==> config.mk <==
export PLATFORM = sky130hd
export DESIGN_NAME = physRegFile
export DESIGN_NICKNAME = d
export VERILOG_FILES = /design/src/memWbPkg.sv /design/src/physRegFile.sv
export SDC_FILE = /design/constraint.sdc
export NUM_CORES = 2
export LEC_CHECK = 0
export BUFFER_PORTS_ARGS = -buffer_cell sky130_fd_sc_hd__buf_2
export CAP_MARGIN = 20
export CELL_PAD_IN_SITES_DETAIL_PLACEMENT = 0
export CELL_PAD_IN_SITES_GLOBAL_PLACEMENT = 2
export CORE_UTILIZATION = 30
export CTS_BUF_LIST = sky130_fd_sc_hd__clkbuf_4
export CTS_CLUSTER_DIAMETER = 40
export CTS_CLUSTER_SIZE = 12
export DETAILED_ROUTE_END_ITERATION = 10
export GPL_ROUTABILITY_DRIVEN = 0
export PLACE_DENSITY_LB_ADDON = 0.1
export SETUP_SLACK_MARGIN = 0.15
export SLEW_MARGIN = 30
export SYNTH_ARGS = -nofsm -noshare
export SYNTH_HDL_FRONTEND = slang
export SYNTH_SLANG_ARGS = --single-unit
==> constraint.sdc <==
create_clock -name ctrl -period 12.8 [get_ports ctrl]
set_input_delay 3.2 -clock ctrl [delete_from_list [all_inputs] [get_ports ctrl]]
set_output_delay 3.2 -clock ctrl [all_outputs]
set_load 0.01 [all_outputs]
==> src/memWbPkg.sv <==
//------------------------------
// Widths, exec-state encoding, lane and write-request
// structs, and the selective flush range check
//------------------------------
`default_nettype none

package memWbPkg;

    localparam int physRegNumWidth = 6;
    localparam int dataWidth       = 32;
    localparam int alPtrWidth      = 5;
    localparam int mshrNum         = 4;
    localparam int mshrIdWidth     = 2;

    typedef enum logic [1:0] {
        execNotFinished,
        execSuccess,
        execReplay,
        execFault
    } ExecState;

    // One lane leaving the access stage
    typedef struct packed {
        logic                       valid;
        logic                       isLoad;
        logic                       isStore;
        logic                       writeReg;
        logic [physRegNumWidth-1:0] phyDstRegNum;
        logic [dataWidth-1:0]       dataOut;
        logic                       dataValid;
        logic [alPtrWidth-1:0]      activeListPtr;
        ExecState                   execState;
        logic                       hasAllocatedMSHR;
        logic [mshrIdWidth-1:0]     mshrId;
    } MemWbRegPath;

    typedef struct packed {
        logic [physRegNumWidth-1:0] phyDstRegNum;
        logic [dataWidth-1:0]       data;
    } RegWriteReq;

    typedef struct packed {
        logic [alPtrWidth-1:0] ptr;
        ExecState              state;
    } ExecStateWrite;

    typedef struct packed {
        logic                  toRecoveryPhase;
        logic                  flushAllInsns;
        logic [alPtrWidth-1:0] headPtr;
        logic [alPtrWidth-1:0] tailPtr;
    } RecoveryRange;

    // Range is [headPtr, tailPtr) and may wrap around the active list
    function automatic logic alPtrInFlushRange(
        input RecoveryRange          rec,
        input logic [alPtrWidth-1:0] ptr
    );
        logic inRange;
        if (rec.headPtr <= rec.tailPtr) begin
            inRange = (ptr >= rec.headPtr) && (ptr < rec.tailPtr);
        end else begin
            inRange = (ptr >= rec.headPtr) || (ptr < rec.tailPtr);
        end
        return rec.flushAllInsns || (rec.toRecoveryPhase && inRange);
    endfunction

endpackage

`default_nettype wire

==> src/physRegFile.sv <==
//------------------------------
// Physical register file
// one sync write port, one async read port
//------------------------------
`default_nettype none
`timescale 1ns/1ps

module physRegFile (
    input  logic                                ctrl,
    input  logic                                regWe,
    input  memWbPkg::RegWriteReq                regWriteData,
    input  logic [memWbPkg::physRegNumWidth-1:0] regReadNum,
    output logic [memWbPkg::dataWidth-1:0]       regReadData
);
    import memWbPkg::*;

    localparam int regNum = 1 << physRegNumWidth;

    logic [dataWidth-1:0] regArray [regNum];

    always_ff @(posedge ctrl) begin
        if (regWe) begin
            regArray[regWriteData.phyDstRegNum] <= regWriteData.data;
        end
    end

    assign regReadData = regArray[regReadNum];

endmodule

`default_nettype wire

==> flow_metrics.tcl <==
set metrics [dict create \
    grt_max_degree 88 \
    ys_seq_elements 2048 \
    row_count 186 \
    use_met1_pct 24.4 \
    status "complete, no violations" \
    pin_count 78 \
    h-tree-depth 5 \
    yosysUniqueCellTypes 33 \
    tns_ps 0 \
    syn_area_sq_um 77900 \
    period_share_pct 77.6 \
    crit_fanout 76 \
    syn2layout_area_growth_pct 14.3 \
    grt.overflow.total 0 \
    yosys-top-cells-area "edfxtp_1 (79%), mux4_2 (16%), mux2i_1 (1.2%)" \
    grt_pass1_vias 39400 \
    avgSynthCellArea_sq_um 23.7 \
    drtIter0Drc 3167 \
    holdPathStages 1 \
    finalHoldViolCount 0 \
    core_sq_um 257000 \
    cts_tree "yes" \
    vias_per_cell 5.07 \
    grtUsageMet3_pct 2.95 \
    reg_top3 "regArray: 2048 flops" \
    crit_buf_inv 4 \
    postCtsSetupBuffers 0 \
    die_x_microns 511 \
    first_pass_iters 5 \
    drv_slew 0 \
    yosysWarningCount 0 \
    synthCells 3292 \
    clock-sinks 2048 \
    critPathTopFamily "buffers and inverters" \
    critPathMostFrequentCell "a21oi_1" \
    final_cell_mix "edfxtp_1 (2,048), mux4_2 (544), clkbuf_4 (397), buf_4 (127), mux2i_1 (93)" \
    yosysSeqAreaShare_pct 79.0 \
    relSlewSlack_pct 31.7 \
    path_depth 9 \
    antenna_found_initial 24 \
    largest-register "regArray" \
    cellLeakagePower_uw 0.0272 \
    drc 0 \
    crit_arrival_ps 6740 \
    clk_pin_slew_ps 90 \
    die_h_microns 511 \
    synth_fp_nets 3338 \
    largest_register_ffs 2048 \
    yosysTopAreaCell "edfxtp_1" \
    dieArea_sq_um 262000 \
    routed_wl_mm 243 \
    port_buffers 77 \
    fmax_ghz 0.101 \
    cts-resized-gates 0 \
    nNetsFinal 3715 \
    setup_viol 0 \
    wl_per_cell_microns 33.1 \
    min_path_type "in2reg" \
    root_buffer "clkbuf_4" \
    final_common_cell "edfxtp_1" \
    period_needed_ps 9940 \
    irDropWorstVdd_v 0.0000991 \
    rsz0062_at_grt "no" \
    crit_type "in2out" \
    crit_path_cell_trace "buf_8, buf_12, buf_4, mux4_2, mux2i_1, a21oi_1, a21oi_1, nor2_1, buf_2" \
    ant_nets 0 \
    drv_cap 0 \
    slowest_stage "buf_4" \
    dp_hpwl_mm 128 \
    worstMarginPinSlew_ps 1020 \
    start_util_pct 30.3 \
    clk_path_buf_depth 4 \
    power_density_nw_per_um2 150 \
    vias 37200 \
    synth.top_cell.area_share_pct 79.0 \
    grt_busiest_layer "met2" \
    grt_use_met2_pct 31.6 \
    start_kind "input pin" \
    setup_ws_ps 2860 \
    critical_path_required_ps 9600 \
    hold_buffers 0 \
    grt_pass1_wl_mm 330 \
    grt_use_total_pct 18.5 \
    drive_gt1_share_pct 35.9 \
    cts_buffers 358 \
    place_ws_ps 2670 \
    critPathMaxStageDelay_ps 690 \
    critPathCaptureType "output pin" \
]
final timing paths:
path | from | slack [ps] | to
min | regWriteData[13] | 2350 | regArray[37][13]$_DFFE_PP_
max | regReadNum[0] | 2860 | regReadData[2]
cell type report:
class	count	area, sq um
fill	23800	168000
timing repair buffer	199	1640
multi-input combinational	1062	16000
clock inverter	237	2630
clock buffer	397	2980
tap	3384	4230
antenna	11	27.5
sequential	2048	61500
per-layer routing:
metal / share of wire [%] / wire [microns]
met4: 2.1 / 5170
met1: 43 / 105000
met2: 51 / 123000
met5: 0.0054 / 13
met3: 4.1 / 9890
metrics by stage:
step | power (uW) | hold slack (ps) | std cells | instance area, sq um | util, %
2_1_floorplan | 7950 | 3300 | 3292 | 77900 | -
3_3_place_gp | 8290 | 3890 | 6685 | 83100 | 32.3
3_5_place_dp | 8310 | 3730 | 6693 | 83400 | 32.4
4_1_cts | 13600 | 2100 | 7327 | 89000 | 34.6
5_1_grt | 13900 | 2160 | 7334 | 89000 | 34.6
6_report | 13400 | 2350 | 7338 | 89000 | 34.6
where the power goes:
| part | internal, uW | switching [uW] | leakage (uW) |
|---|---|---|---|
| sequential | 7410 | 9.73 | 0.0184 |
| clock | 2540 | 2730 | 0.00305 |
| combinational | 248 | 454 | 0.00573 |
| total | 10200 | 3190 | 0.0272 |
synthesized netlist by cell type:
cell type and instances:
edfxtp_1 2048, mux4_2 544, nor2_1 137, mux2i_1 93, o22ai_1 84, clkbuf_1 74
a21oi_1 62, buf_2 57, o221ai_1 27, nand2_1 26, buf_4 25, buf_1 21
nor2b_1 15, a22oi_1 12, a311oi_1 8, nand2b_1 8, nor3_1 7, buf_6 5
nand3_1 5, nand3b_1 5, a41o_1 4, and3_1 4, o32ai_1 4, or3_1 3
or3b_2 3, and2_1 2, nand4_1 2, or3b_1 2, a31oi_1 1, nand4b_1 1
or2_0 1, or2_1 1, or2_2 1
kinds of logic (layout without fill, tap and decap cells):
logic type | after synthesis | after routing | share of synthesized area, %
other | 0 | 11 | 0
flip-flops | 2048 | 2048 | 79.0
multiplexers | 637 | 637 | 16.9
buffers and inverters | 182 | 833 | 1.14
AND/OR/NAND/NOR | 223 | 223 | 1.28
AO/OA/AOI/OAI | 202 | 202 | 1.69
Note: power is estimated with default switching activity, not from simulation.
