<file path="src/memWbPkg.sv">
//------------------------------
// Widths, exec-state encoding, lane and write-request
// structs, and the selective flush range check
//------------------------------
`default_nettype none

package memWbPkg;

    localparam int physRegNumWidth = 6;
    localparam int dataWidth       = 32;
    localparam int alPtrWidth      = 5;
    localparam int mshrNum         = 4;
    localparam int mshrIdWidth     = 2;

    typedef enum logic [1:0] {
        execNotFinished,
        execSuccess,
        execReplay,
        execFault
    } ExecState;

    // One lane leaving the access stage
    typedef struct packed {
        logic                       valid;
        logic                       isLoad;
        logic                       isStore;
        logic                       writeReg;
        logic [physRegNumWidth-1:0] phyDstRegNum;
        logic [dataWidth-1:0]       dataOut;
        logic                       dataValid;
        logic [alPtrWidth-1:0]      activeListPtr;
        ExecState                   execState;
        logic                       hasAllocatedMSHR;
        logic [mshrIdWidth-1:0]     mshrId;
    } MemWbRegPath;

    typedef struct packed {
        logic [physRegNumWidth-1:0] phyDstRegNum;
        logic [dataWidth-1:0]       data;
    } RegWriteReq;

    typedef struct packed {
        logic [alPtrWidth-1:0] ptr;
        ExecState              state;
    } ExecStateWrite;

    typedef struct packed {
        logic                  toRecoveryPhase;
        logic                  flushAllInsns;
        logic [alPtrWidth-1:0] headPtr;
        logic [alPtrWidth-1:0] tailPtr;
    } RecoveryRange;

    // Range is [headPtr, tailPtr) and may wrap around the active list
    function automatic logic alPtrInFlushRange(
        input RecoveryRange          rec,
        input logic [alPtrWidth-1:0] ptr
    );
        logic inRange;
        if (rec.headPtr <= rec.tailPtr) begin
            inRange = (ptr >= rec.headPtr) && (ptr < rec.tailPtr);
        end else begin
            inRange = (ptr >= rec.headPtr) || (ptr < rec.tailPtr);
        end
        return rec.flushAllInsns || (rec.toRecoveryPhase && inRange);
    endfunction

endpackage

`default_nettype wire

</file>
<file path="src/mshrTracker.sv">
//------------------------------
// MSHR busy bits
// set on allocation, cleared on load release
//------------------------------
`default_nettype none
`timescale 1ns/1ps

module mshrTracker (
    input  logic                             ctrl,
    input  logic                             rst,
    input  logic                             mshrAlloc,
    input  logic [memWbPkg::mshrIdWidth-1:0] mshrAllocId,
    input  logic [memWbPkg::mshrNum-1:0]     mshrRelease,
    output logic [memWbPkg::mshrNum-1:0]     mshrBusy
);
    import memWbPkg::*;

    logic [mshrNum-1:0] allocMask;
    logic [mshrNum-1:0] nextBusy;

    always_comb begin
        for (int j = 0; j < mshrNum; j++) begin
            allocMask[j] = mshrAlloc && (mshrAllocId == mshrIdWidth'(j));
        end
        // Release applied last so it beats a same-cycle allocation
        nextBusy = (mshrBusy | allocMask) & ~mshrRelease;
    end

    always_ff @(posedge ctrl) begin
        if (rst) begin
            mshrBusy <= '0;
        end else begin
            mshrBusy <= nextBusy;
        end
    end

endmodule

`default_nettype wire

</file>
<file path="config.mk">
export PLATFORM = sky130hd
export DESIGN_NAME = mshrTracker
export DESIGN_NICKNAME = d
export VERILOG_FILES = /design/src/memWbPkg.sv /design/src/mshrTracker.sv
export SDC_FILE = /design/constraint.sdc
export NUM_CORES = 1
export LEC_CHECK = 0
export ABC_AREA = 1
export ABC_CLOCK_PERIOD_IN_PS = 1000
export BUFFER_PORTS_ARGS = -buffer_cell sky130_fd_sc_hd__buf_4
export CORE_AREA = 2 2 39 41
export DETAILED_ROUTE_END_ITERATION = 8
export DIE_AREA = 0 0 41 43
export MAX_ROUTING_LAYER = met4
export SLEW_MARGIN = 20
export SYNTH_ARGS = -nofsm -noshare
export SYNTH_HDL_FRONTEND = slang
export SYNTH_SLANG_ARGS = --single-unit
</file>
<file path="constraint.sdc">
create_clock -name ctrl -period 1 [get_ports ctrl]
set_input_delay 0.25 -clock ctrl [delete_from_list [all_inputs] [get_ports ctrl]]
set_output_delay 0.25 -clock ctrl [all_outputs]
set_load 0.005 [all_outputs]
</file>
==> results by group <==
Worst setup path
  • Worst EP required: 750 ps
  • Setup crit end: mshrBusy[3]
  • Worst r2r src: mshrBusy[3]
  • Worst Path Class, Setup: reg2out
  • Critical-path cell list: buf_4
  • Arrival @ worst endpoint: 670 ps
  • Setup crit start kind: flip-flop
  • Slowest-stage cell, CP: dfxtp_1
  • R2r endpoint: mshrBusy[3]
  • Worst Setup End Kind: output port
  • Setup slack, reg-to-reg: 440 ps
  • WP buf/inv: 1
  • Cell family with most CP delay: flip-flops
  • Worst Setup SP: mshrBusy[3]
  • R2R cell count: 2
  • Slowest stage delay, CP: 330 ps
  • Worst Path Max Fanout: 2
  • Crit path depth: 1

Synth
  • Avg Cell Area, Syn: 8.05 µm²
  • Synth unique cells: 8
  • Fraction of the yosys area taken by sequential cells: 0.432
  • #FFs+latches synth: 4
  • Syn_nets: 32
  • YS warnings: 0
  • Post-Syn Area: 185 µm²
  • Gate Count Post-Synth: 23

Power
  • Internal Power: 0.331 mW
  • Worst IR Drop VDD: 0.000402 V
  • Power Total: 0.422 mW
  • Combinational Power Share: 0.129
  • Flop pwr share: 0.393
  • Pwr Density: 1330 nW/µm²
  • Sw Share: 0.216
  • Clock power share: 0.478
  • Psw: 0.0911 mW
  • Lkg Pwr: 0.136 nW

Clock network
  • Skew-Pair Late Insertion Delay: 230 ps
  • H-tree depth: 1
  • Clock-pin transition on the worst setup and hold timing paths: 40 ps
  • Post-CTS Setup Repair Bufs: 0
  • CTS sink cnt: 4
  • CTS root buf: clkbuf_4
  • Post-CTS resize count: 0
  • CTS tree: yes
  • CTS Buffer Depth: 2
  • Hold-fix buffers at CTS: 0
  • Cts bufs inserted: 3

Floorplan
  • Die area: 1760 µm²
  • Cell Rows: 14
  • Num ports: 13
  • Starting density of the core: 0.134
  • Core area: 1380 µm²
  • Die width: 41 µm
  • Die height: 43 µm

STA
  • Max frequency: 1080 MHz
  • Post-route setup TNS: 0 ps
  • Final hold violation count: 0
  • Clock skew: 0 ps
  • Final Max Slew Viols: 0
  • Max transition margin: 0.930
  • Finish-stage setup viols: 0
  • Tcrit/Tclk final: 0.922
  • Worst-Margin Slew: 105 ps
  • RSZ-0062 raised after global routing: false
  • Min Tclk post-route: 922 ps

Detailed routing
  • 1st-pass router iterations: 2
  • Drt drc: 0
  • Wire per inst: 8.91 µm
  • Detailed-route via count: 187
  • Drt via density: 3.46
  • Drt total wl: 481 µm
  • Routed Antenna Nets: 0
  • DRT iter0 DRCs: 1

Cells and area
  • Max reg flops: 4
  • Top flop regs: mshrBusy (4)
  • Antenna cells: 0
  • Post-route insts no fill: 54
  • Final nets: 49
  • Layout overhead on the synthesized area: 71.6%
  • Commonest non-fill, non-tap cell in the layout: buf_4
  • Top reg by flops: mshrBusy
  • Fill cells: 156
  • Share of cells above drive strength 1: 0.500
  • FF+latch area: 80.1 µm²
  • Final Util: 0.230
  • Most frequent cells in the layout: 12 x buf_4, 6 x inv_1, 4 x a21oi_2, 4 x dfxtp_1
  • Area of the multi-input gates: 82.6 µm²

Global route
  • Pin count of the biggest net entering global routing: 5
  • Vias in the first global route: 196
  • Met1 usage: 0.0703
  • GRT busiest layer: met2
  • Initial antenna violation count: 0
  • Grt total ovfl: 0
  • GR Util All Layers: 0.0667
  • First-pass GRT wire length: 696 µm
  • GR Layer Usage met3: 0.0314
  • GR Layer Usage met2: 0.0875

Run
  • Max cap viols: 0

Placed design
  • Port Buf Inserts: 12
  • Routability cong.: 0.670
  • Placed Cells: 51

Min path
  • Hold WC Path Type: in2reg

Run status
  • Status: complete, no violations
power groups by stage:
stage,logic [mW],registers [mW],clock network (mW)
after floorplan,0.0175,0.169,0
after global placement,0.0546,0.169,0
after detailed placement,0.0551,0.169,0
after CTS,0.0555,0.166,0.218
after global routing,0.0611,0.166,0.230
final,0.0544,0.166,0.202
through the flow:
| step | setup slack (ps) | hold WS (ps) | instance area (µm²) |
|---|---|---|---|
| 3_3_place_gp | 240 | 449 | 295 |
| 2_1_floorplan | 382 | 401 | 185 |
| 3_5_place_dp | 242 | 452 | 295 |
| 5_1_grt | 44.0 | 280 | 318 |
| 4_1_cts | 51.5 | 269 | 318 |
| 6_report | 78.1 | 276 | 318 |
metal layers:
metal | routed length [µm] | up-vias
met4 | 0 | 0
li1 | - | 101
met2 | 229 | 8
met5 | 0 | -
met3 | 62 | 0
met1 | 190 | 78
cell usage after synthesis (all sizes together):
master / n / share of area
inv: 6 / 0.12
nor2: 1 / 0.020
nand3: 3 / 0.081
dfxtp: 4 / 0.43
nand2: 1 / 0.020
a21oi: 4 / 0.19
or2: 4 / 0.14
layout make-up:
| type | count | area share |
|---|---|---|
| repair buffers | 12 | 0.283 |
| multi-input cells | 13 | 0.260 |
| flip-flops and latches | 4 | 0.252 |
| clock buffers | 3 | 0.0709 |
| inverters | 6 | 0.0709 |
| well taps | 16 | 0.0630 |
how the worst min path moves through the flow:
stage | start | end | slack [ps] | cells after the start
5_1_grt | mshrRelease[3] | mshrBusy[3] | 280 | 3
2_1_floorplan | mshrAlloc | mshrBusy[0] | 400 | 2
4_1_cts | mshrRelease[3] | mshrBusy[3] | 270 | 3
3_5_place_dp | mshrBusy[1] | mshrBusy[1] | 450 | 2
6_report | mshrRelease[3] | mshrBusy[3] | 280 | 3
3_3_place_gp | mshrBusy[2] | mshrBusy[2] | 450 | 2
kinds of logic (layout without fill, tap and decap cells):
logic type,after synthesis,in the layout,synth area share
AO/OA/AOI/OAI,4,4,0.189
buffers and inverters,6,21,0.122
flip-flops,4,4,0.432
AND/OR/NAND/NOR,9,9,0.257
Note: power is estimated with default switching activity, not from simulation.
