--- config.mk ---
export PLATFORM = sky130hd
export DESIGN_NAME = memRegWriteStage
export DESIGN_NICKNAME = d
export VERILOG_FILES = /design/src/memWbPkg.sv /design/src/memRegWriteStage.sv
export SDC_FILE = /design/constraint.sdc
export NUM_CORES = 1
export LEC_CHECK = 0
export BUFFER_PORTS_ARGS = -buffer_cell sky130_fd_sc_hd__buf_2
export CAP_MARGIN = 20
export CORE_UTILIZATION = 48
export CTS_BUF_LIST = sky130_fd_sc_hd__clkbuf_4 sky130_fd_sc_hd__clkbuf_8
export DETAILED_ROUTE_END_ITERATION = 6
export GPL_ROUTABILITY_DRIVEN = 0
export GPL_TIMING_DRIVEN = 0
export HOLD_SLACK_MARGIN = 0.06
export PLACE_DENSITY = 0.85
export SLEW_MARGIN = 20
export SYNTH_ARGS = -nofsm -noshare
export SYNTH_HDL_FRONTEND = slang
export SYNTH_SLANG_ARGS = --single-unit
export TNS_END_PERCENT = 20
--- constraint.sdc ---
create_clock -name ctrl -period 7 [get_ports ctrl]
set_input_delay 0.35 -clock ctrl [delete_from_list [all_inputs] [get_ports ctrl]]
set_output_delay 0.35 -clock ctrl [all_outputs]
set_load 0.1 [all_outputs]
--- src/memWbPkg.sv ---
//------------------------------
// Widths, exec-state encoding, lane and write-request
// structs, and the selective flush range check
//------------------------------
`default_nettype none

package memWbPkg;

    localparam int physRegNumWidth = 6;
    localparam int dataWidth       = 32;
    localparam int alPtrWidth      = 5;
    localparam int mshrNum         = 4;
    localparam int mshrIdWidth     = 2;

    typedef enum logic [1:0] {
        execNotFinished,
        execSuccess,
        execReplay,
        execFault
    } ExecState;

    // One lane leaving the access stage
    typedef struct packed {
        logic                       valid;
        logic                       isLoad;
        logic                       isStore;
        logic                       writeReg;
        logic [physRegNumWidth-1:0] phyDstRegNum;
        logic [dataWidth-1:0]       dataOut;
        logic                       dataValid;
        logic [alPtrWidth-1:0]      activeListPtr;
        ExecState                   execState;
        logic                       hasAllocatedMSHR;
        logic [mshrIdWidth-1:0]     mshrId;
    } MemWbRegPath;

    typedef struct packed {
        logic [physRegNumWidth-1:0] phyDstRegNum;
        logic [dataWidth-1:0]       data;
    } RegWriteReq;

    typedef struct packed {
        logic [alPtrWidth-1:0] ptr;
        ExecState              state;
    } ExecStateWrite;

    typedef struct packed {
        logic                  toRecoveryPhase;
        logic                  flushAllInsns;
        logic [alPtrWidth-1:0] headPtr;
        logic [alPtrWidth-1:0] tailPtr;
    } RecoveryRange;

    // Range is [headPtr, tailPtr) and may wrap around the active list
    function automatic logic alPtrInFlushRange(
        input RecoveryRange          rec,
        input logic [alPtrWidth-1:0] ptr
    );
        logic inRange;
        if (rec.headPtr <= rec.tailPtr) begin
            inRange = (ptr >= rec.headPtr) && (ptr < rec.tailPtr);
        end else begin
            inRange = (ptr >= rec.headPtr) || (ptr < rec.tailPtr);
        end
        return rec.flushAllInsns || (rec.toRecoveryPhase && inRange);
    endfunction

endpackage

`default_nettype wire

--- src/memRegWriteStage.sv ---
//------------------------------
// Memory register write stage: lane pipeline registers,
// selective flush, active-list update, register write
// requests and MSHR release
//------------------------------
`default_nettype none
`timescale 1ns/1ps

module memRegWriteStage #(
    parameter int memIssueWidth = 2
) (
    input  logic                                        ctrl,
    input  logic                                        rst,
    input  memWbPkg::MemWbRegPath [memIssueWidth-1:0]   prevStage,
    input  logic                                        backEndStall,
    input  logic                                        backEndClear,
    input  memWbPkg::RecoveryRange                      recovery,
    input  logic [memIssueWidth-1:0]                    regGrant,
    input  logic                                        regConflict,
    output logic [memIssueWidth-1:0]                    regReq,
    output memWbPkg::RegWriteReq [memIssueWidth-1:0]    regReqData,
    output logic [memIssueWidth-1:0]                    alWrite,
    output memWbPkg::ExecStateWrite [memIssueWidth-1:0] alWriteData,
    output logic [memWbPkg::mshrNum-1:0]                mshrRelease,
    output logic                                        stageStall
);
    import memWbPkg::*;

    MemWbRegPath [memIssueWidth-1:0] pipeReg;
    logic [memIssueWidth-1:0] done;
    logic [memIssueWidth-1:0] flush;
    logic [memIssueWidth-1:0] update;
    logic [memIssueWidth-1:0] writesReg;
    logic [memIssueWidth-1:0] commit;

    // Held while the back end stalls or a lane waits for the port
    assign stageStall = backEndStall | regConflict;

    always_ff @(posedge ctrl) begin
        if (rst) begin
            for (int i = 0; i < memIssueWidth; i++) begin
                pipeReg[i].valid <= 1'b0;
            end
        end else if (!stageStall) begin
            pipeReg <= prevStage;
        end
    end

    // Lanes that already committed during a port conflict
    always_ff @(posedge ctrl) begin
        if (rst) begin
            done <= '0;
        end else if (!stageStall) begin
            done <= '0;
        end else begin
            done <= done | commit;
        end
    end

    always_comb begin
        for (int i = 0; i < memIssueWidth; i++) begin
            flush[i] = alPtrInFlushRange(recovery, pipeReg[i].activeListPtr);
            update[i] = pipeReg[i].valid && !backEndStall && !backEndClear &&
                        !flush[i] && !done[i];
            writesReg[i] = pipeReg[i].isLoad && pipeReg[i].writeReg;

            regReq[i] = update[i] && writesReg[i];
            regReqData[i].phyDstRegNum = pipeReg[i].phyDstRegNum;
            regReqData[i].data = pipeReg[i].dataOut;

            // Register writers retire only in their granted cycle
            commit[i] = update[i] && (!writesReg[i] || regGrant[i]);

            alWrite[i] = commit[i];
            alWriteData[i].ptr = pipeReg[i].activeListPtr;
            alWriteData[i].state = commit[i] ? pipeReg[i].execState : execNotFinished;
        end
    end

    // Allocating load frees its MSHR once it retires with data
    always_comb begin
        mshrRelease = '0;
        for (int j = 0; j < mshrNum; j++) begin
            for (int i = 0; i < memIssueWidth; i++) begin
                if (commit[i] && pipeReg[i].isLoad && pipeReg[i].hasAllocatedMSHR &&
                    pipeReg[i].dataValid && pipeReg[i].mshrId == mshrIdWidth'(j)) begin
                    mshrRelease[j] = 1'b1;
                end
            end
        end
    end

endmodule

`default_nettype wire

==> metrics, run 1 <==
largest family of logic cells by synthesized area=buffers and inverters; Cell variety after synth=31; xor and xnor area share after synthesis=0; crit path setup slack, layout=3.74 ns; busiest layer in global routing=met2; Seq cells post-synth=106; combinational fraction of design power=0.225; H-Tree Depth=3; synthesized instance count=309; # diodes=0; Setup Skew=0.0105 ns; Cell Pwr Density=228 nW/um^2; adder-cell share of the synthesized area=0.0649; Slew headroom=0.658; setup bufs post-CTS=0; post-synthesis simple-gate area fraction=0.0486; # fillers=705; # clock sinks=106; startpoint types=register; CP endpoint kind=output port; Final Util=0.664; Worst-Margin Slew=0.516 ns; Mapped Avg Cell Area=14.9 sq um; WP data arrival=2.91 ns; drt initial violations=83; Hold Path Sink=alWriteData[4]$_DFFE_PP_; Final setup viols=0; Sw Pwr=0.456 mW; first-pass GRT wire length=15600 microns; Via Count=3110; Setup CP Type=reg2out; Hold Crit Class=in2reg; Period minus WS final=3.26 ns; Final period util=0.466; layout cells sized above 1=0.605; core region area=9280 sq um; dpl ws=4.03 ns; Achievable Freq=307 MHz; Tot Pwr=1.41 mW; Skew-Pair Late Insertion Delay=0.36 ns; die area=10000 sq um; complex-gate fraction of the synthesized area=0.0505; cts hold-fix bufs=0; Resize count post-CTS=0; clk buf depth=2; Critical R2R Capture=done[1]$_SDFF_PP0_; register area=3140 sq um; vias in the first global route=3369; final hold vios=0; half-perimeter wire length after placement=8250 microns; CP Data Required Time=6.65 ns; port bufs=221; mapped cell area=4610 sq um; cells on worst reg2reg path=7; Hold Path Origin=prevStage[7]; final wirelength=10200 microns; Switching Share=0.325; maximum fanout along the worst path=9; # DRC=0; # rows=35; nets=693; Die X-Extent=100 microns; syn nets=457; leakage=2.81 nW; Hold Crit Depth=1; GR Util met2=0.413; clock share of power=0.250; M3 GR Usage=0.0745; CTS tree=built; internal power=0.949 mW; M1 GR Usage=0.197; Initial Utilization=0.496; area growth from synthesis to layout=33.8%; largest net degree at the start of global routing=31; # Max-Cap Violations=0; Chip Height=100 microns; minimum setup slack among reg-to-reg paths=4.90 ns; Worst-path clk slew=0.11 ns; Slew Viols, Final=0; run status=finished clean; RSZ-0062 raised after global routing=false; I/O pin count=224; DRT Pass-1 Iters=4; yosys synthesis warning count=0; drt via density=4.59; post-synthesis sequential area ratio=0.682; area of the multi-input gates=763 sq um; reg-to-reg critical path startpoint=alWriteData[11]$_DFFE_PP_; total CTS buffers=9; GRT Util Overall=0.208; multiplexer share of the synthesized area=0; worst vdd ir=0.162 mV; initial antenna violation count=0; post-route ant nets=0; DR WL/cell=15.0 microns; grt total ovfl=0; root cell of the clock tree=clkbuf_8; Reg power frac=0.525
[routing by layer]
metal,wire (microns),part of all wire
met1,3380,0.33
met2,5820,0.57
met3,761,0.075
met4,216,0.021
met5,0,0
[synthesized netlist by cell type]
library cell / number / share of area
edfxtp_1: 102 / 0.66
buf_4: 86 / 0.14
ha_1: 23 / 0.062
inv_1: 17 / 0.014
nand2_1: 12 / 0.0098
a21oi_1: 8 / 0.0087
nor2_1: 8 / 0.0065
nand2b_1: 5 / 0.0068
dfxtp_1: 4 / 0.017
nand3_1: 4 / 0.0043
nor2b_1: 4 / 0.0054
o32ai_1: 4 / 0.0076
a21o_1: 3 / 0.0049
a31oi_1: 3 / 0.0041
nor3b_1: 3 / 0.0049
a211oi_1: 2 / 0.0033
a21boi_1: 2 / 0.0033
and2_1: 2 / 0.0027
nand3b_1: 2 / 0.0033
nor3_1: 2 / 0.0022
o21ai_0: 2 / 0.0022
o21ai_1: 2 / 0.0022
maj3_2: 1 / 0.0024
nand4_1: 1 / 0.0014
nor2_2: 1 / 0.0014
o2111a_2: 1 / 0.0027
o2111ai_2: 1 / 0.0033
o211ai_1: 1 / 0.0016
o21a_1: 1 / 0.0016
o31ai_1: 1 / 0.0016
o32ai_2: 1 / 0.0035
[area by class of cell]
class	instances	area share
Tap cell	129	0.0262
Multi-Input combinational cell	100	0.124
Buffer	86	0.105
Sequential cell	106	0.510
Clock inverter	6	0.00933
Timing Repair Buffer	225	0.196
Inverter	17	0.0103
Clock buffer	9	0.0201
[critical path: stages, from the launching register on]
cell       delay, ns
edfxtp_1        0.45
ha_1            0.31
a21o_1          0.15
a31oi_1         0.16
o21ai_1         0.13
a21boi_1        0.19
o2111ai_2       0.25
o32ai_1         0.41
buf_2           0.49
[cell families (layout without fill, tap and decap cells)]
| family | count (synthesis) | in the layout |
|---|---|---|
| fa+ha+maj | 24 | 24 |
| buf+inv | 103 | 343 |
| compound gates | 32 | 32 |
| simple gates | 44 | 44 |
| flops | 106 | 106 |
[cells in the final DEF (no fill, tap or decap)]
cell type,count
a211oi_1,2
a21boi_1,2
a21o_1,3
a21oi_1,8
a31oi_1,3
and2_1,2
buf_12,1
buf_16,3
buf_2,221
buf_4,86
clkbuf_8,9
clkinv_4,2
dfxtp_1,4
edfxtp_1,102
ha_1,23
inv_1,17
inv_6,2
inv_8,2
maj3_2,1
nand2_1,12
nand2b_1,5
nand3_1,4
nand3b_1,2
nand4_1,1
nor2_1,7
nor2_2,1
nor2_4,1
nor2b_1,4
nor3_1,2
nor3b_1,3
o2111a_2,1
o2111ai_2,1
o211ai_1,1
o21a_1,1
o21ai_0,2
o21ai_1,2
o31ai_1,1
o32ai_1,4
o32ai_2,1
[how the worst max path moves through the flow]
stage	from	endpoint	slack, ns	cells past startpoint
final	alWriteData[4]$_DFFE_PP_	mshrRelease[3]	3.74	8
after global routing	alWriteData[4]$_DFFE_PP_	mshrRelease[3]	3.55	8
after CTS	alWriteData[4]$_DFFE_PP_	mshrRelease[3]	3.69	8
after detailed placement	recovery[3]	mshrRelease[3]	4.03	9
after global placement	backEndStall	regReqData[21]$_DFFE_PP_	-0.14	4
after floorplan	backEndStall	alWriteData[10]$_DFFE_PP_	1.04	3
[power by group through the flow]
| stage | clock network (mW) | logic (mW) | registers (mW) |
|---|---|---|---|
| 6_report | 0.352 | 0.316 | 0.738 |
| 5_1_grt | 0.384 | 0.330 | 0.741 |
| 4_1_cts | 0.364 | 0.318 | 0.738 |
| 3_5_place_dp | 0 | 0.317 | 0.752 |
| 3_3_place_gp | 0 | 0.304 | 0.755 |
| 2_1_floorplan | 0 | 0.242 | 0.752 |
[state kept, by name (all words and copies together) (netlist names)]
signal / cells
regReqData: 76
pipeReg: 18
alWriteData: 10
done: 2
[per-stage QoR]
stage / hold slack (ns) / TNS, ns / std cells / cell area [sq um]
6_report: 0.156 / 0 / 678 / 6170
4_1_cts: 0.136 / 0 / 678 / 6170
3_5_place_dp: 0.456 / 0 / 663 / 5990
3_3_place_gp: 0.446 / -13.21 / 659 / 5880
2_1_floorplan: 0.419 / 0 / 309 / 4610
5_1_grt: 0.125 / 0 / 678 / 6170
(Power assumes the default switching activity.)
==> run 2, diff against run 1 <==
--- a/config.mk
+++ b/config.mk
@@ -7,13 +7,13 @@
 export LEC_CHECK = 0
 export BUFFER_PORTS_ARGS = -buffer_cell sky130_fd_sc_hd__buf_2
 export CAP_MARGIN = 20
-export CORE_UTILIZATION = 48
+export CORE_UTILIZATION = 43
 export CTS_BUF_LIST = sky130_fd_sc_hd__clkbuf_4 sky130_fd_sc_hd__clkbuf_8
 export DETAILED_ROUTE_END_ITERATION = 6
 export GPL_ROUTABILITY_DRIVEN = 0
 export GPL_TIMING_DRIVEN = 0
 export HOLD_SLACK_MARGIN = 0.06
-export PLACE_DENSITY = 0.85
+export PLACE_DENSITY = 0.8
 export SLEW_MARGIN = 20
 export SYNTH_ARGS = -nofsm -noshare
 export SYNTH_HDL_FRONTEND = slang
==> constraint.sdc (replaced) <==
create_clock -name ctrl -period 2.8 [get_ports ctrl]
set_input_delay 0.14 -clock ctrl [delete_from_list [all_inputs] [get_ports ctrl]]
set_output_delay 0.14 -clock ctrl [all_outputs]
set_load 0.1 [all_outputs]
==> metrics, run 2 (same netlist as run 1, synthesis figures left out) <==
Hold Path Sink=done[0]$_SDFF_PP0_; Via Count=3726 (+20%); Hold Path Origin=regGrant[0]; layout cells sized above 1=0.531 (-0.0736); WP data arrival=2.62 ns (-0.29 ns); cell chain of the critical path=ha_1, a21o_1, a31oi_1, o21ai_1, maj3_2, nor2_2, nor3b_2, buf_2; run status=finished clean; Hold Crit Class=in2reg; max incr delay on CP=0.44 ns (-0.05 ns); Final setup viols=0 (unchanged); Hold Slack=0.0855 ns (-0.0710 ns); die area=11100 sq um (+11%); max reg flops=76 (unchanged); Cell Pwr Density=512 nW/um^2 (+120%); nets=802 (+16%); worst vdd ir=0.442 mV (+170%); drt via density=4.69 (+2.2%); Die X-Extent=106 microns (+5.5%); Slew Viols, Final=0 (unchanged); clk buf depth=2 (unchanged); # clock sinks=106 (unchanged); # Max-Cap Violations=0 (unchanged); first-pass GRT wire length=21200 microns (+36%); # DRC=0 (unchanged); # rows=37 (+5.7%); Worst-Margin Slew=0.829 ns (+0.313 ns); final wirelength=13900 microns (+37%); I/O pin count=224 (unchanged); DRT Pass-1 Iters=4 (unchanged); worst path bufs/invs=1 (unchanged); area growth from synthesis to layout=61.5%; # fillers=662 (-6.1%); total CTS buffers=9 (unchanged); post-route ant nets=0 (unchanged); core region area=10400 sq um (+12%); Period minus WS final=2.76 ns; Setup CP Type=reg2out; leakage=3.29 nW (+17%); commonest non-fill, non-tap cell in the layout=buf_2; H-Tree Depth=3 (unchanged); register area=3140 sq um (unchanged); CP max-delay cell=edfxtp_1; cells on worst reg2reg path=7 (unchanged); Worst-path clk slew=0.11 ns (about the same); leading cell types in the layout, fill and taps excluded=buf_2, dlygate4sd3_1, edfxtp_1; grt total ovfl=0 (unchanged); startpoint types=register; RSZ-0062 raised after global routing=true; DR WL/cell=17.5 microns (+16%); Hold Crit Depth=3 (+2); Setup Skew=0.00864 ns (-0.00189 ns); vias in the first global route=4092 (+21%); placed instance area=6020 sq um (+0.50%); drt initial violations=189 (+130%); Slew headroom=0.446 (-0.212); root cell of the clock tree=clkbuf_8; area of the multi-input gates=885 sq um (+16%); half-perimeter wire length after placement=7970 microns (-3.4%); # diodes=0 (unchanged); CP Data Required Time=2.66 ns (-3.99 ns); Initial Utilization=0.444 (-0.0520); largest net degree at the start of global routing=28 (-9.7%); Final period util=0.985; Critical R2R Capture=done[1]$_SDFF_PP0_; reg-to-reg critical path startpoint=alWriteData[11]$_DFFE_PP_; Final Cell Area=7440 sq um (+21%); Achievable Freq=363 MHz; maximum fanout along the worst path=5 (-4); Final Util=0.718 (+0.0533); initial antenna violation count=0 (unchanged); Placed Cells incl. Taps=669 (+0.90%); CP top delay family=adder cells; GRT Util Overall=0.257 (+0.0486); dpl ws=0.0618 ns (-3.97 ns); minimum setup slack among reg-to-reg paths=0.68 ns (-4.22 ns); port bufs=221 (unchanged); crit path setup slack, layout=0.0424 ns (-3.70 ns); final setup TNS=0 ns (unchanged); CTS tree=built; Tot Pwr=3.81 mW (+170%); final hold vios=0 (unchanged); CP endpoint kind=output port; Post-Layout Cell Count=795 (+17%); Critical Path Stages=8 (unchanged); Skew-Pair Late Insertion Delay=0.36 ns (about the same); Chip Height=106 microns (+5.5%)
## run 2: cell count changes in the layout (fill, tap and decap cells not counted), moves of 3 or more
cell,change
o32ai_1,-4
buf_2,-11
buf_6,+9
buf_4,+4
nor3b_2,+3
dlygate4sd3_1,+106
nor3b_1,-3
o32ai_2,+4
## run 2: final cells by class
type,instances,area share
Timing Repair Buffer,333,0.312
Tap cell,136,0.0229
Inverter,17,0.00908
Clock inverter,7,0.0118
Sequential cell,106,0.422
Clock buffer,9,0.0166
Multi-Input combinational cell,101,0.119
Buffer,86,0.0868
## run 2: report_power, final
group	total [mW]	switching (mW)	internal, mW	leakage (nW)
clock network	1.02	0.584	0.433	0.105
logic	0.942	0.626	0.316	2.21
registers	1.85	0.0332	1.82	0.969
## run 2: metal layers
metal | track usage | routed length [microns] | vias up
met5 | 0 | 0 | -
met4 | 0.152 | 682 | 0
met3 | 0.0526 | 772 | 50
met2 | 0.476 | 7530 | 190
met1 | 0.267 | 4900 | 1770
li1 | - | - | 1716
## run 2: worst max-delay path by stage
stage	to	slack [ns]	start
final	regReq[1]	0.04	alWriteData[11]$_DFFE_PP_
after global routing	regReq[1]	-0.10	alWriteData[11]$_DFFE_PP_
after CTS	regReq[1]	0.005	alWriteData[11]$_DFFE_PP_
after detailed placement	mshrRelease[1]	0.06	alWriteData[4]$_DFFE_PP_
after global placement	regReqData[10]$_DFFE_PP_	-0.22	backEndStall
after floorplan	mshrRelease[0]	-0.23	alWriteData[4]$_DFFE_PP_
## run 2: worst min-delay path, cell delays in order
cell and delay (ns):
buf_2 0.11, o31ai_1 0.07, a21oi_1 0.10
## run 2: timing repair
| item | 4_1_cts | 5_1_grt |
|---|---|---|
| pin swaps | 5 | 2 |
| gates cloned | 1 | 0 |
| endpoints found under the setup margin | 11 | 12 |
| buffers inserted | 3 | 0 |
| gates resized for setup | 18 | 12 |
| hold buffers | 106 | 0 |
| endpoints found under the hold margin | 104 | 0 |
