==> src/memWbPkg.sv <==
//------------------------------
// Widths, exec-state encoding, lane and write-request
// structs, and the selective flush range check
//------------------------------
`default_nettype none

package memWbPkg;

    localparam int physRegNumWidth = 6;
    localparam int dataWidth       = 32;
    localparam int alPtrWidth      = 5;
    localparam int mshrNum         = 4;
    localparam int mshrIdWidth     = 2;

    typedef enum logic [1:0] {
        execNotFinished,
        execSuccess,
        execReplay,
        execFault
    } ExecState;

    // One lane leaving the access stage
    typedef struct packed {
        logic                       valid;
        logic                       isLoad;
        logic                       isStore;
        logic                       writeReg;
        logic [physRegNumWidth-1:0] phyDstRegNum;
        logic [dataWidth-1:0]       dataOut;
        logic                       dataValid;
        logic [alPtrWidth-1:0]      activeListPtr;
        ExecState                   execState;
        logic                       hasAllocatedMSHR;
        logic [mshrIdWidth-1:0]     mshrId;
    } MemWbRegPath;

    typedef struct packed {
        logic [physRegNumWidth-1:0] phyDstRegNum;
        logic [dataWidth-1:0]       data;
    } RegWriteReq;

    typedef struct packed {
        logic [alPtrWidth-1:0] ptr;
        ExecState              state;
    } ExecStateWrite;

    typedef struct packed {
        logic                  toRecoveryPhase;
        logic                  flushAllInsns;
        logic [alPtrWidth-1:0] headPtr;
        logic [alPtrWidth-1:0] tailPtr;
    } RecoveryRange;

    // Range is [headPtr, tailPtr) and may wrap around the active list
    function automatic logic alPtrInFlushRange(
        input RecoveryRange          rec,
        input logic [alPtrWidth-1:0] ptr
    );
        logic inRange;
        if (rec.headPtr <= rec.tailPtr) begin
            inRange = (ptr >= rec.headPtr) && (ptr < rec.tailPtr);
        end else begin
            inRange = (ptr >= rec.headPtr) || (ptr < rec.tailPtr);
        end
        return rec.flushAllInsns || (rec.toRecoveryPhase && inRange);
    endfunction

endpackage

`default_nettype wire

==> src/execStateTable.sv <==
//------------------------------
// Active-list execution state table
// per-lane write ports, one read port
//------------------------------
`default_nettype none
`timescale 1ns/1ps

module execStateTable #(
    parameter int memIssueWidth = 2
) (
    input  logic                                        ctrl,
    input  logic                                        rst,
    input  logic [memIssueWidth-1:0]                    alWrite,
    input  memWbPkg::ExecStateWrite [memIssueWidth-1:0] alWriteData,
    input  logic [memWbPkg::alPtrWidth-1:0]             alReadPtr,
    output memWbPkg::ExecState                          alReadState
);
    import memWbPkg::*;

    localparam int entryNum = 1 << alPtrWidth;

    ExecState stateTable [entryNum];

    // Later lanes in the loop override earlier ones on the same entry
    always_ff @(posedge ctrl) begin
        if (rst) begin
            for (int e = 0; e < entryNum; e++) begin
                stateTable[e] <= execNotFinished;
            end
        end else begin
            for (int i = 0; i < memIssueWidth; i++) begin
                if (alWrite[i]) begin
                    stateTable[alWriteData[i].ptr] <= alWriteData[i].state;
                end
            end
        end
    end

    assign alReadState = stateTable[alReadPtr];

endmodule

`default_nettype wire

==> config.mk <==
export PLATFORM = sky130hd
export DESIGN_NAME = execStateTable
export DESIGN_NICKNAME = d
export VERILOG_FILES = /design/src/memWbPkg.sv /design/src/execStateTable.sv
export SDC_FILE = /design/constraint.sdc
export NUM_CORES = 1
export LEC_CHECK = 0
export BUFFER_PORTS_ARGS = -buffer_cell sky130_fd_sc_hd__buf_4
export CAP_MARGIN = 0
export CORE_MARGIN = 3
export CORE_UTILIZATION = 55
export DETAILED_ROUTE_END_ITERATION = 16
export GPL_TIMING_DRIVEN = 0
export HOLD_SLACK_MARGIN = 0.1
export PLACE_DENSITY = 0.77
export SYNTH_ARGS = -nofsm -noshare
export SYNTH_HDL_FRONTEND = slang
export SYNTH_SLANG_ARGS = --single-unit
export TNS_END_PERCENT = 20
==> constraint.sdc <==
create_clock -name ctrl -period 2.3 [get_ports ctrl]
set_input_delay 0.69 -clock ctrl [delete_from_list [all_inputs] [get_ports ctrl]]
set_output_delay 0.69 -clock ctrl [all_outputs]
set_load 0.01 [all_outputs]
==> results.md, run 1 <==
* Commonest non-fill, non-tap cell in the layout: nand2_1
* Synth top area share at 47.1%
* Largest fanout on the critical path at 10
* Placed insts at 536
* Leak Pwr at 1.58 nW
* Htree depth at 3
* Switching Share at 25.7%
* Vert. Die Dim at 92.1 um
* Total gr overflow at 0
* Nets at 478
* Synthesized area per cell at 9.76 sq um
* Max stage delay on crit path at 0.24 ns
* Fmax at 0.376 GHz
* Initial antenna violation count at 0
* CP Buf/Inv Count at 4
* NetSw at 0.000688 W
* Area leader, netlist: edfxtp_1
* Final Hold Fails at 0
* Port Buffers at 22
* Mapped Area at 0.00408 sq mm
* First-pass GRT wire length at 18200 um
* First-pass iteration count of the detailed router at 7
* Status: complete, but fails checks
* Final Cycle Share at 116%
* Routed WL at 12000 um
* Max clock buf depth at 2
* Area of the multi-input gates at 0.00206 sq mm
* Initial Utilization at 58.4%
* PwrDens at 572 mW/mm^2
* Req. time, crit path at 1.61 ns
* Row count at 30
* Commonest cells after routing, fill and taps aside: nand2_1 (81), o31ai_1 (64), edfxtp_1 (64), nor2_1 (52), mux2i_1 (30)
* Cells after Synth at 418
* Largest net degree at the start of global routing at 12
* Final setup viols at 2
* Hold WS at 0.666 ns
* MaxCap Viol Count at 0
* DRC at 0
* Failing checks: negative setup slack
* Critical path startpoint category: input pin
* Worst Setup End Kind: output pin
* Final worst setup slack at -0.357 ns
* CP cell instances: buf_12 -> buf_12 -> buf_8 -> mux2i_1 -> a21oi_1 -> a31oi_2 -> o311ai_1 -> buf_4
* CP dominant cell by count: buf_12
* RSZ-0062 raised after global routing: true
* Final min period at 2.66 ns
* Comb pwr share at 14.4%
* Worst Tran Pin Value at 0.729 ns
* Hold-fix buffers, CTS at 0
* IO Pins at 25
* Syn nets at 441
* Initial DRC Count at 573
* Total GRT Usage at 28.8%
* Area grow syn2layout at 14.8%
* Largest cells by area after synthesis: edfxtp_1 (47%), o31ai_1 (12%), mux2i_1 (7.9%), nand2_1 (7.5%), nor2_1 (4.9%)
* Clk pwr share at 34.4%
* Relative slew margins at 51.4%
* Seq cells post-synth at 64
* Sequential Power Share at 51.2%
* Post-synth cell types at 34
* DR WL/cell at 21.5 um
* DRT antenna net count at 0
* Reg with most FFs: stateTable
* Largest register FFs at 64
* Vias at 3671
* Storage cell area at 0.00192 sq mm
* Family with the most delay on the worst path: buffers and inverters
* DIE AREA at 0.00849 sq mm
* Detail Placement HPWL at 8020 um
* Fillcell total at 551
* Share of cells above drive strength 1 at 18.3%
* Total Power at 0.00268 W
* GPL Wtd Cong at 0.901
* Slew Limit Fails at 0
* Clock Sinks at 64
* Slowest-stage cell, CP: mux2i_1
* Sequential share of the synthesized area at 47.1%
* Vias per cell at 6.61
* Vias in the first global route at 3397
* Worst EP arrival at 1.97 ns
* Hold Path Class: in2reg
* TritonCTS buffer count at 9
* CTS tree: built
* Finished Layout Cells at 555
* Reg clk slew, reported paths at 0.07 ns
* Ant diodes at 0
* Die W at 92.1 um
* Core footprint at 0.00698 sq mm
* Max VDD drop at 0.000384 V
* Synth Warn # at 0
* Root buf cell: clkbuf_8
* Largest registers: stateTable (64)
* Final core utilization at 67.1%
* Internal at 0.00199 W
* Critical path class: in2out
* Dpl ws at -0.703 ns
## layout make-up
type                            instances  area share (%)
Clock buffer                            9            2.65
Buffer                                 28            3.82
Multi-Input combinational cell        325            43.9
Tap cell                               96            2.57
Timing Repair Buffer                   27            4.70
Clock inverter                          6            1.31
Sequential cell                        64            41.0
## metrics by stage
| step | TNS (ns) | area (sq um) |
|---|---|---|
| after floorplan | -0.129 | 4080 |
| after global placement | -1.48 | 4360 |
| after detailed placement | -1.40 | 4360 |
| after CTS | -0.715 | 4590 |
| after global routing | -0.829 | 4680 |
| final | -0.706 | 4680 |
## power groups by stage
stage	Combinational (W)	Clock, W	Sequential [W]
after global placement	0.000339	0	0.00139
after CTS	0.000355	0.000913	0.00137
after global routing	0.000407	0.000966	0.00138
final	0.000386	0.000921	0.00137
after floorplan	0.000213	0	0.00139
after detailed placement	0.000345	0	0.00139
## cells by family after synthesis
logic type / share of synthesized area, %
flip-flops: 47.1
AND/OR/NAND/NOR: 24.0
buffers and inverters: 3.68
multiplexers: 7.85
AO/OA/AOI/OAI: 17.3
## worst paths after layout
kind                      startpoint                to  cells after the start
worst max-delay path    alReadPtr[1]    alReadState[0]                      8
worst min-delay path  alWriteData[7]  stateTable[0][0]                      3
## cells in the mapped netlist (all sizes together)
cell and number:
o31ai 64, a311o 8, nor2b 3, nand4bb 1
a31oi 2, clkbuf 15, a21oi 2, nand2 83
or3 27, nand2b 2, buf 14, nor3b 1
and2 2, and3 1, or3b 3, a22oi 14
mux2i 32, edfxtp 64, nor2 62, nor3 1
nand4b 3, or2 1, nand3 3, and4b 2
o311ai 2, nand3b 6
## what timing repair did
action | 4_1_cts | 5_1_grt
endpoints found under the hold margin | 0 | 0
pin swaps | 1 | 3
buffers inserted | 0 | 4
setup endpoints to repair | 2 | 2
gates resized for setup | 14 | 9
cloned | 0 | 1
## tightest hold or removal path, cell delays in order
cell and delay, ns:
buf_4 0.11, nand2_1 0.05, o31ai_1 0.05
## routing by layer
metal | share of wire [%] | global-route usage (%)
met1 | 37 | 38.7
met2 | 44 | 43.4
met3 | 14 | 9.27
met4 | 4.2 | 11.0
met5 | 0 | 0
Power figures use the tool's default switching activity.
==> run 2: changes to the inputs <==
Settings changed: BUFFER_PORTS_ARGS -buffer_cell sky130_fd_sc_hd__buf_4 to unset, CORE_UTILIZATION 55 to 58, DONT_BUFFER_PORTS set to 1, GPL_TIMING_DRIVEN 0 to unset.
==> results.md, run 2 (same netlist as run 1, synthesis figures left out) <==
* Status: completed (was complete, but fails checks)
* TritonCTS buffer count at 9 (unchanged)
* GPL Wtd Cong at 0.851 (was 0.901)
* DRT antenna net count at 0 (unchanged)
* Relative slew margins at 59.6% (was 51.4%)
* Area of the multi-input gates at 0.00208 sq mm (was 0.00206 sq mm)
* Leak Pwr at 1.40 nW (was 1.58 nW)
* Clock Sinks at 64 (unchanged)
* Total Power at 0.00257 W (was 0.00268 W)
* Worst Setup End Kind: output pin (unchanged)
* Reg clk slew, reported paths at 0.08 ns (was 0.07 ns)
* MaxCap Viol Count at 0 (unchanged)
* RSZ-0062 raised after global routing: true (unchanged)
* Max VDD drop at 0.000332 V (was 0.000384 V)
* Final core utilization at 66.3% (was 67.1%)
* CTS tree: built (unchanged)
* Fillcell total at 502 (was 551)
* Top Metal Used: met4 (unchanged)
* Worst setup path end: alReadState[1] (was alReadState[0])
* Worst Tran Pin Value at 0.606 ns (was 0.729 ns)
* Detail Placement HPWL at 7420 um (was 8020 um)
* Nets at 429 (was 478)
* Metal-1 WL at 4300 um (was 4450 um)
* Largest net degree at the start of global routing at 38 (was 12)
* Largest fanout on the critical path at 1 (was 10)
* Final Hold Fails at 0 (unchanged)
* Row count at 29 (was 30)
* Req. time, crit path at 1.61 ns (about the same)
* First-pass GRT wire length at 17500 um (was 18200 um)
* Area grow syn2layout at 6.72% (was 14.8%)
* Total Negative Setup Slacks at 0 ns (was -0.706 ns)
* Initial DRC Count at 447 (was 573)
* Post-CTS Setup Repair Bufs at 0 (unchanged)
* Initial Utilization at 62.1% (was 58.4%)
* PwrDens at 590 mW/mm^2 (was 572 mW/mm^2)
* Worst EP arrival at 1.59 ns (was 1.97 ns)
* Total GRT Usage at 27.9% (was 28.8%)
* Largest register FFs at 64 (unchanged)
* Hold Path Class: in2reg (unchanged)
* Htree depth at 3 (unchanged)
* Final worst setup slack at 0.0210 ns (was -0.357 ns)
* Routed WL at 11300 um (was 12000 um)
* Vert. Die Dim at 89.9 um (was 92.1 um)
* Critical path class: reg2out (was in2out)
* Largest registers: stateTable (64) (unchanged)
* Hold-fix buffers, CTS at 0 (unchanged)
* Vias per cell at 6.83 (was 6.61)
* Max clock buf depth at 2 (unchanged)
* Die W at 89.9 um (was 92.1 um)
* Total gr overflow at 0 (unchanged)
* Commonest cells after routing, fill and taps aside: nand2_1 (81), o31ai_1 (64), edfxtp_1 (64), nor2_1 (52), mux2i_1 (32) (was nand2_1 (81), o31ai_1 (64), edfxtp_1 (64), nor2_1 (52), mux2i_1 (30))
* Wire length on met3 at 1790 um (was 1710 um)
* Placed insts at 490 (was 536)
* First-pass iteration count of the detailed router at 7 (unchanged)
* Root buf cell: clkbuf_8 (unchanged)
* DIE AREA at 0.00807 sq mm (was 0.00849 sq mm)
* DR WL/cell at 22.4 um (was 21.5 um)
* Core footprint at 0.00657 sq mm (was 0.00698 sq mm)
* Final min period at 2.28 ns (was 2.66 ns)
* Storage cell area at 0.00192 sq mm (unchanged)
* Vias at 3440 (was 3671)
* Initial antenna violation count at 0 (unchanged)
* Fmax at 0.439 GHz (was 0.376 GHz)
* Final setup viols at 0 (was 2)
* IO Pins at 25 (unchanged)
* CP startpoint: stateTable[11][1] (was alReadPtr[1])
* Commonest non-fill, non-tap cell in the layout: nand2_1 (unchanged)
* Final Cycle Share at 99.1% (was 116%)
* DRC at 0 (unchanged)
* Finished Layout Cells at 504 (was 555)
* Port Buffers at 0 (was 22)
* Dpl ws at -0.0705 ns (was -0.703 ns)
* Slew Limit Fails at 0 (unchanged)
* Vias in the first global route at 3308 (was 3397)
* Reg with most FFs: stateTable (unchanged)
* Share of cells above drive strength 1 at 11.4% (was 18.3%)
* Routed wl met2 at 4860 um (was 5300 um)
* Critical path startpoint category: register (was input pin)
* Ant diodes at 0 (unchanged)
==> run 2: layout make-up <==
cell class / instances / area share [%]
multi-input cells: 325 / 47.8
flip-flops and latches: 64 / 44.2
clock buffers: 10 / 2.93
well taps: 93 / 2.67
clock inverters: 6 / 1.38
repair buffers: 6 / 1.03
==> run 2: worst max-delay path: stages (launching register included) <==
cell and delay, ns:
edfxtp_1 0.43, mux2i_1 0.20, a22oi_1 0.09, and4b_1 0.19, a31oi_2 0.20, o311ai_4 0.14
==> run 2: worst min path at each step <==
| stage | from | to | slack (ns) | depth (start not counted) |
|---|---|---|---|---|
| finish | alWriteData[7] | stateTable[16][0] | 0.53 | 2 |
| global route | alWriteData[8] | stateTable[21][1] | 0.53 | 2 |
| CTS | alWriteData[7] | stateTable[16][0] | 0.53 | 2 |
| detailed placement | alWriteData[8] | stateTable[21][1] | 0.89 | 2 |
| global placement | alWriteData[8] | stateTable[25][1] | 0.88 | 2 |
| floorplan | alWriteData[7] | stateTable[0][0] | 0.88 | 2 |
==> run 2: metal layers <==
metal / vias up / GRT usage (%)
li1: 1563 / -
met1: 1560 / 39.9
met2: 286 / 40.6
met3: 31 / 6.93
met4: 0 / 12.0
met5: - / 0
==> run 2: through the flow <==
stage | hold slack, ns | instance area, sq um
final | 0.532 | 4350
after CTS | 0.535 | 4310
after global placement | 0.879 | 4110
after global routing | 0.532 | 4350
after detailed placement | 0.885 | 4110
after floorplan | 0.875 | 4080
==> run 2: power breakdown <==
part / switching (W) / internal, W
combinational: 0.000146 / 0.000105
clock: 0.000449 / 0.000495
sequential: 0.0000239 / 0.00135
==> run 2: repair_timing <==
item                       4_1_cts  5_1_grt
setup endpoints to repair        2        2
resized for setup                4        9
pin swaps                        2        9
==> run 3: changes to the inputs <==
Settings changed: ABC_AREA set to 1.
==> results.md, run 3 <==
* Status: completed (unchanged)
* Hold path cells at 2 (unchanged)
* First-pass GRT wire length at 17400 um (was 17500 um)
* Slew Limit Fails at 0 (unchanged)
* Max clock buf depth at 2 (unchanged)
* Total Negative Setup Slacks at 0 ns (unchanged)
* Synth top area share at 48.9% (was 47.1%)
* Nets at 529 (was 429)
* Max VDD drop at 0.000428 V (was 0.000332 V)
* Leak Pwr at 1.61 nW (was 1.40 nW)
* Largest register FFs at 64 (unchanged)
* TritonCTS buffer count at 9 (unchanged)
* Final Cycle Share at 98.4% (was 99.1%)
* Mapped Area at 0.00393 sq mm (was 0.00408 sq mm)
* Initial Utilization at 60.8% (was 62.1%)
* Synth Area in XOR/XNOR at 0% (unchanged)
* Worst Tran Pin Value at 0.524 ns (was 0.606 ns)
* Final setup viols at 0 (unchanged)
* Area leader, netlist: edfxtp_1 (unchanged)
* Worst Setup End Kind: output pin (unchanged)
* Initial DRC Count at 585 (was 447)
* RSZ-0062 raised after global routing: true (unchanged)
* DIE AREA at 0.00780 sq mm (was 0.00807 sq mm)
* Largest cells by area after synthesis: edfxtp_1 (49%), nand2_1 (17%), nand3_1 (8.9%), o22ai_1 (8.0%), nor2_1 (5.3%) (was edfxtp_1 (47%), o31ai_1 (12%), mux2i_1 (7.9%), nand2_1 (7.5%), nor2_1 (4.9%))
* Fillcell total at 516 (was 502)
* Sequential share of the synthesized area at 48.9% (was 47.1%)
* Share of cells above drive strength 1 at 11.4% (about the same)
* Initial antenna violation count at 0 (unchanged)
* Routed wl met2 at 5250 um (was 4860 um)
* Commonest non-fill, non-tap cell in the layout: nand2_1 (unchanged)
* Post-Synth Simple-Gate Area at 34.4% (was 24.0%)
* Dpl ws at 0.0166 ns (was -0.0705 ns)
* Core footprint at 0.00646 sq mm (was 0.00657 sq mm)
* Cells after Synth at 503 (was 418)
* Hold Path Class: in2reg (unchanged)
* Total gr overflow at 0 (unchanged)
* Req. time, crit path at 1.61 ns (about the same)
* Vias in the first global route at 3416 (was 3308)
* Post-synth cell types at 16 (was 34)
* Post-synth ARST share at 0% (unchanged)
* Vert. Die Dim at 88.3 um (was 89.9 um)
* Final worst setup slack at 0.0371 ns (was 0.0210 ns)
* Routed WL at 11500 um (was 11300 um)
* Total GRT Usage at 30.4% (was 27.9%)
* Ant diodes at 0 (unchanged)
* Final core utilization at 67.7% (was 66.3%)
* Most frequent cell after synthesis: nand2_1 (unchanged)
* Reg with most FFs: stateTable (unchanged)
* Post-synth EDFFs at 64 (unchanged)
* Synthesized area per cell at 7.81 sq um (was 9.76 sq um)
* First-pass iteration count of the detailed router at 5 (was 7)
* Top Metal Used: met4 (unchanged)
* Vias at 3842 (was 3440)
* Relative slew margins at 64.8% (was 59.6%)
* Proportion of synthesized area in mux cells at 0% (was 7.85%)
* Htree depth at 3 (unchanged)
* DR WL/cell at 19.5 um (was 22.4 um)
* Hold-fix buffers, CTS at 0 (unchanged)
* Largest fanout on the critical path at 33 (was 1)
* Largest registers: stateTable (64) (unchanged)
* Largest family of logic cells by synthesized area: simple AND/OR/NAND/NOR gates (unchanged)
* Fmax at 0.442 GHz (was 0.439 GHz)
* Compound-gate portion of the synthesized area at 11.5% (was 17.3%)
* Row count at 29 (unchanged)
* Hold worst-path end: stateTable[3][0] (was stateTable[16][0])
* Seq cells post-synth at 64 (unchanged)
* Vias per cell at 6.53 (was 6.83)
* Commonest cells after routing, fill and taps aside: nand2_1 (171), edfxtp_1 (64), nand3_1 (62), nor2_1 (55), o22ai_1 (50) (was nand2_1 (81), o31ai_1 (64), edfxtp_1 (64), nor2_1 (52), mux2i_1 (32))
* Area of the multi-input gates at 0.00185 sq mm (was 0.00208 sq mm)
* Die W at 88.3 um (was 89.9 um)
* CTS tree: built (unchanged)
* IO Pins at 25 (unchanged)
* Critical path startpoint category: input pin (was register)
* Syn nets at 526 (was 441)
* Post-CTS Setup Repair Bufs at 0 (unchanged)
* Detail Placement HPWL at 7490 um (was 7420 um)
* Final min period at 2.26 ns (was 2.28 ns)
* DRC at 0 (unchanged)
* GPL Wtd Cong at 0.940 (was 0.851)
* Adder-cell area share of the yosys netlist at 0% (unchanged)
* Reg clk slew, reported paths at 0.07 ns (was 0.08 ns)
* PwrDens at 627 mW/mm^2 (was 590 mW/mm^2)
* Largest net degree at the start of global routing at 34 (was 38)
* Metal-1 WL at 4250 um (was 4300 um)
* Storage cell area at 0.00192 sq mm (unchanged)
* Synth Warn # at 0 (unchanged)
* Top FF cell, synth: edfxtp_1 (unchanged)
* Top cells by count, synth: nand2_1 (175), nand3_1 (70), edfxtp_1 (64) (was nand2_1 (81), edfxtp_1 (64), o31ai_1 (64))
* Clock Sinks at 64 (unchanged)
* DRT antenna net count at 0 (unchanged)
* Final Hold Fails at 0 (unchanged)
* Root buf cell: clkbuf_8 (unchanged)
* Wire length on met3 at 1640 um (was 1790 um)
* Port Buffers at 0 (unchanged)
* Hold path startpoint: rst (was alWriteData[7])
* Critical path class: in2out (was reg2out)
* Area grow syn2layout at 11.3% (was 6.72%)
* Worst EP arrival at 1.57 ns (was 1.59 ns)
* MaxCap Viol Count at 0 (unchanged)
run 3: logic make-up after synthesis:
group                  after synthesis
AOI/OAI and AO/OA                   73
buffers and inverters               51
and+or+nand+nor                    315
DFF                                 64
run 3: area by class of cell:
type | count | area share [%]
Clock buffer | 10 | 2.92
Clock inverter | 6 | 1.92
Inverter | 24 | 2.15
Multi-Input combinational cell | 388 | 42.3
Sequential cell | 64 | 44.0
Tap cell | 77 | 2.20
Timing Repair Buffer | 19 | 4.52
run 3: metrics by stage:
| stage | power [W] | instances | area, sq um | hold WS (ns) |
|---|---|---|---|---|
| detailed placement | 0.00169 | 571 | 4080 | 0.925 |
| floorplan | 0.00161 | 503 | 3930 | 0.913 |
| global route | 0.00282 | 588 | 4370 | 0.566 |
| CTS | 0.00271 | 587 | 4290 | 0.569 |
| global placement | 0.00168 | 571 | 4080 | 0.919 |
| finish | 0.00274 | 588 | 4370 | 0.573 |
run 3: how the worst max path moves through the flow:
stage | from | to | cells past startpoint
after detailed placement | alReadPtr[0] | alReadState[1] | 10
after floorplan | alReadPtr[1] | alReadState[1] | 10
after global placement | alReadPtr[0] | alReadState[0] | 10
after global routing | alReadPtr[0] | alReadState[0] | 10
final | alReadPtr[0] | alReadState[1] | 10
after CTS | alReadPtr[0] | alReadState[1] | 10
run 3: worst max-delay path, stage by stage:
cell and delay (ns):
clkinvlp_4 0.12, buf_12 0.18, nand2_1 0.06, nand3_1 0.08, nand3_2 0.10, nand2_2 0.07, nand2_1 0.06, nand2_1 0.05
nand2_1 0.08, nand2_2 0.07
run 3: repair_timing:
action                     in CTS  in global routing
resized for setup               0                 13
setup endpoints to repair       0                  2
hold endpoints to repair        0                  0
run 3: power breakdown:
group	internal, W	switching [W]	leakage [nW]
combinational	0.000104	0.000211	0.904
clock	0.000605	0.000450	0.0999
sequential	0.00135	0.0000224	0.610
total	0.00206	0.000684	1.61
run 3: layer usage:
metal	vias to the layer above	track usage [%]
li1	1768	-
met1	1740	42.7
met2	293	45.5
met3	41	8.29
met4	0	10.9
met5	-	0
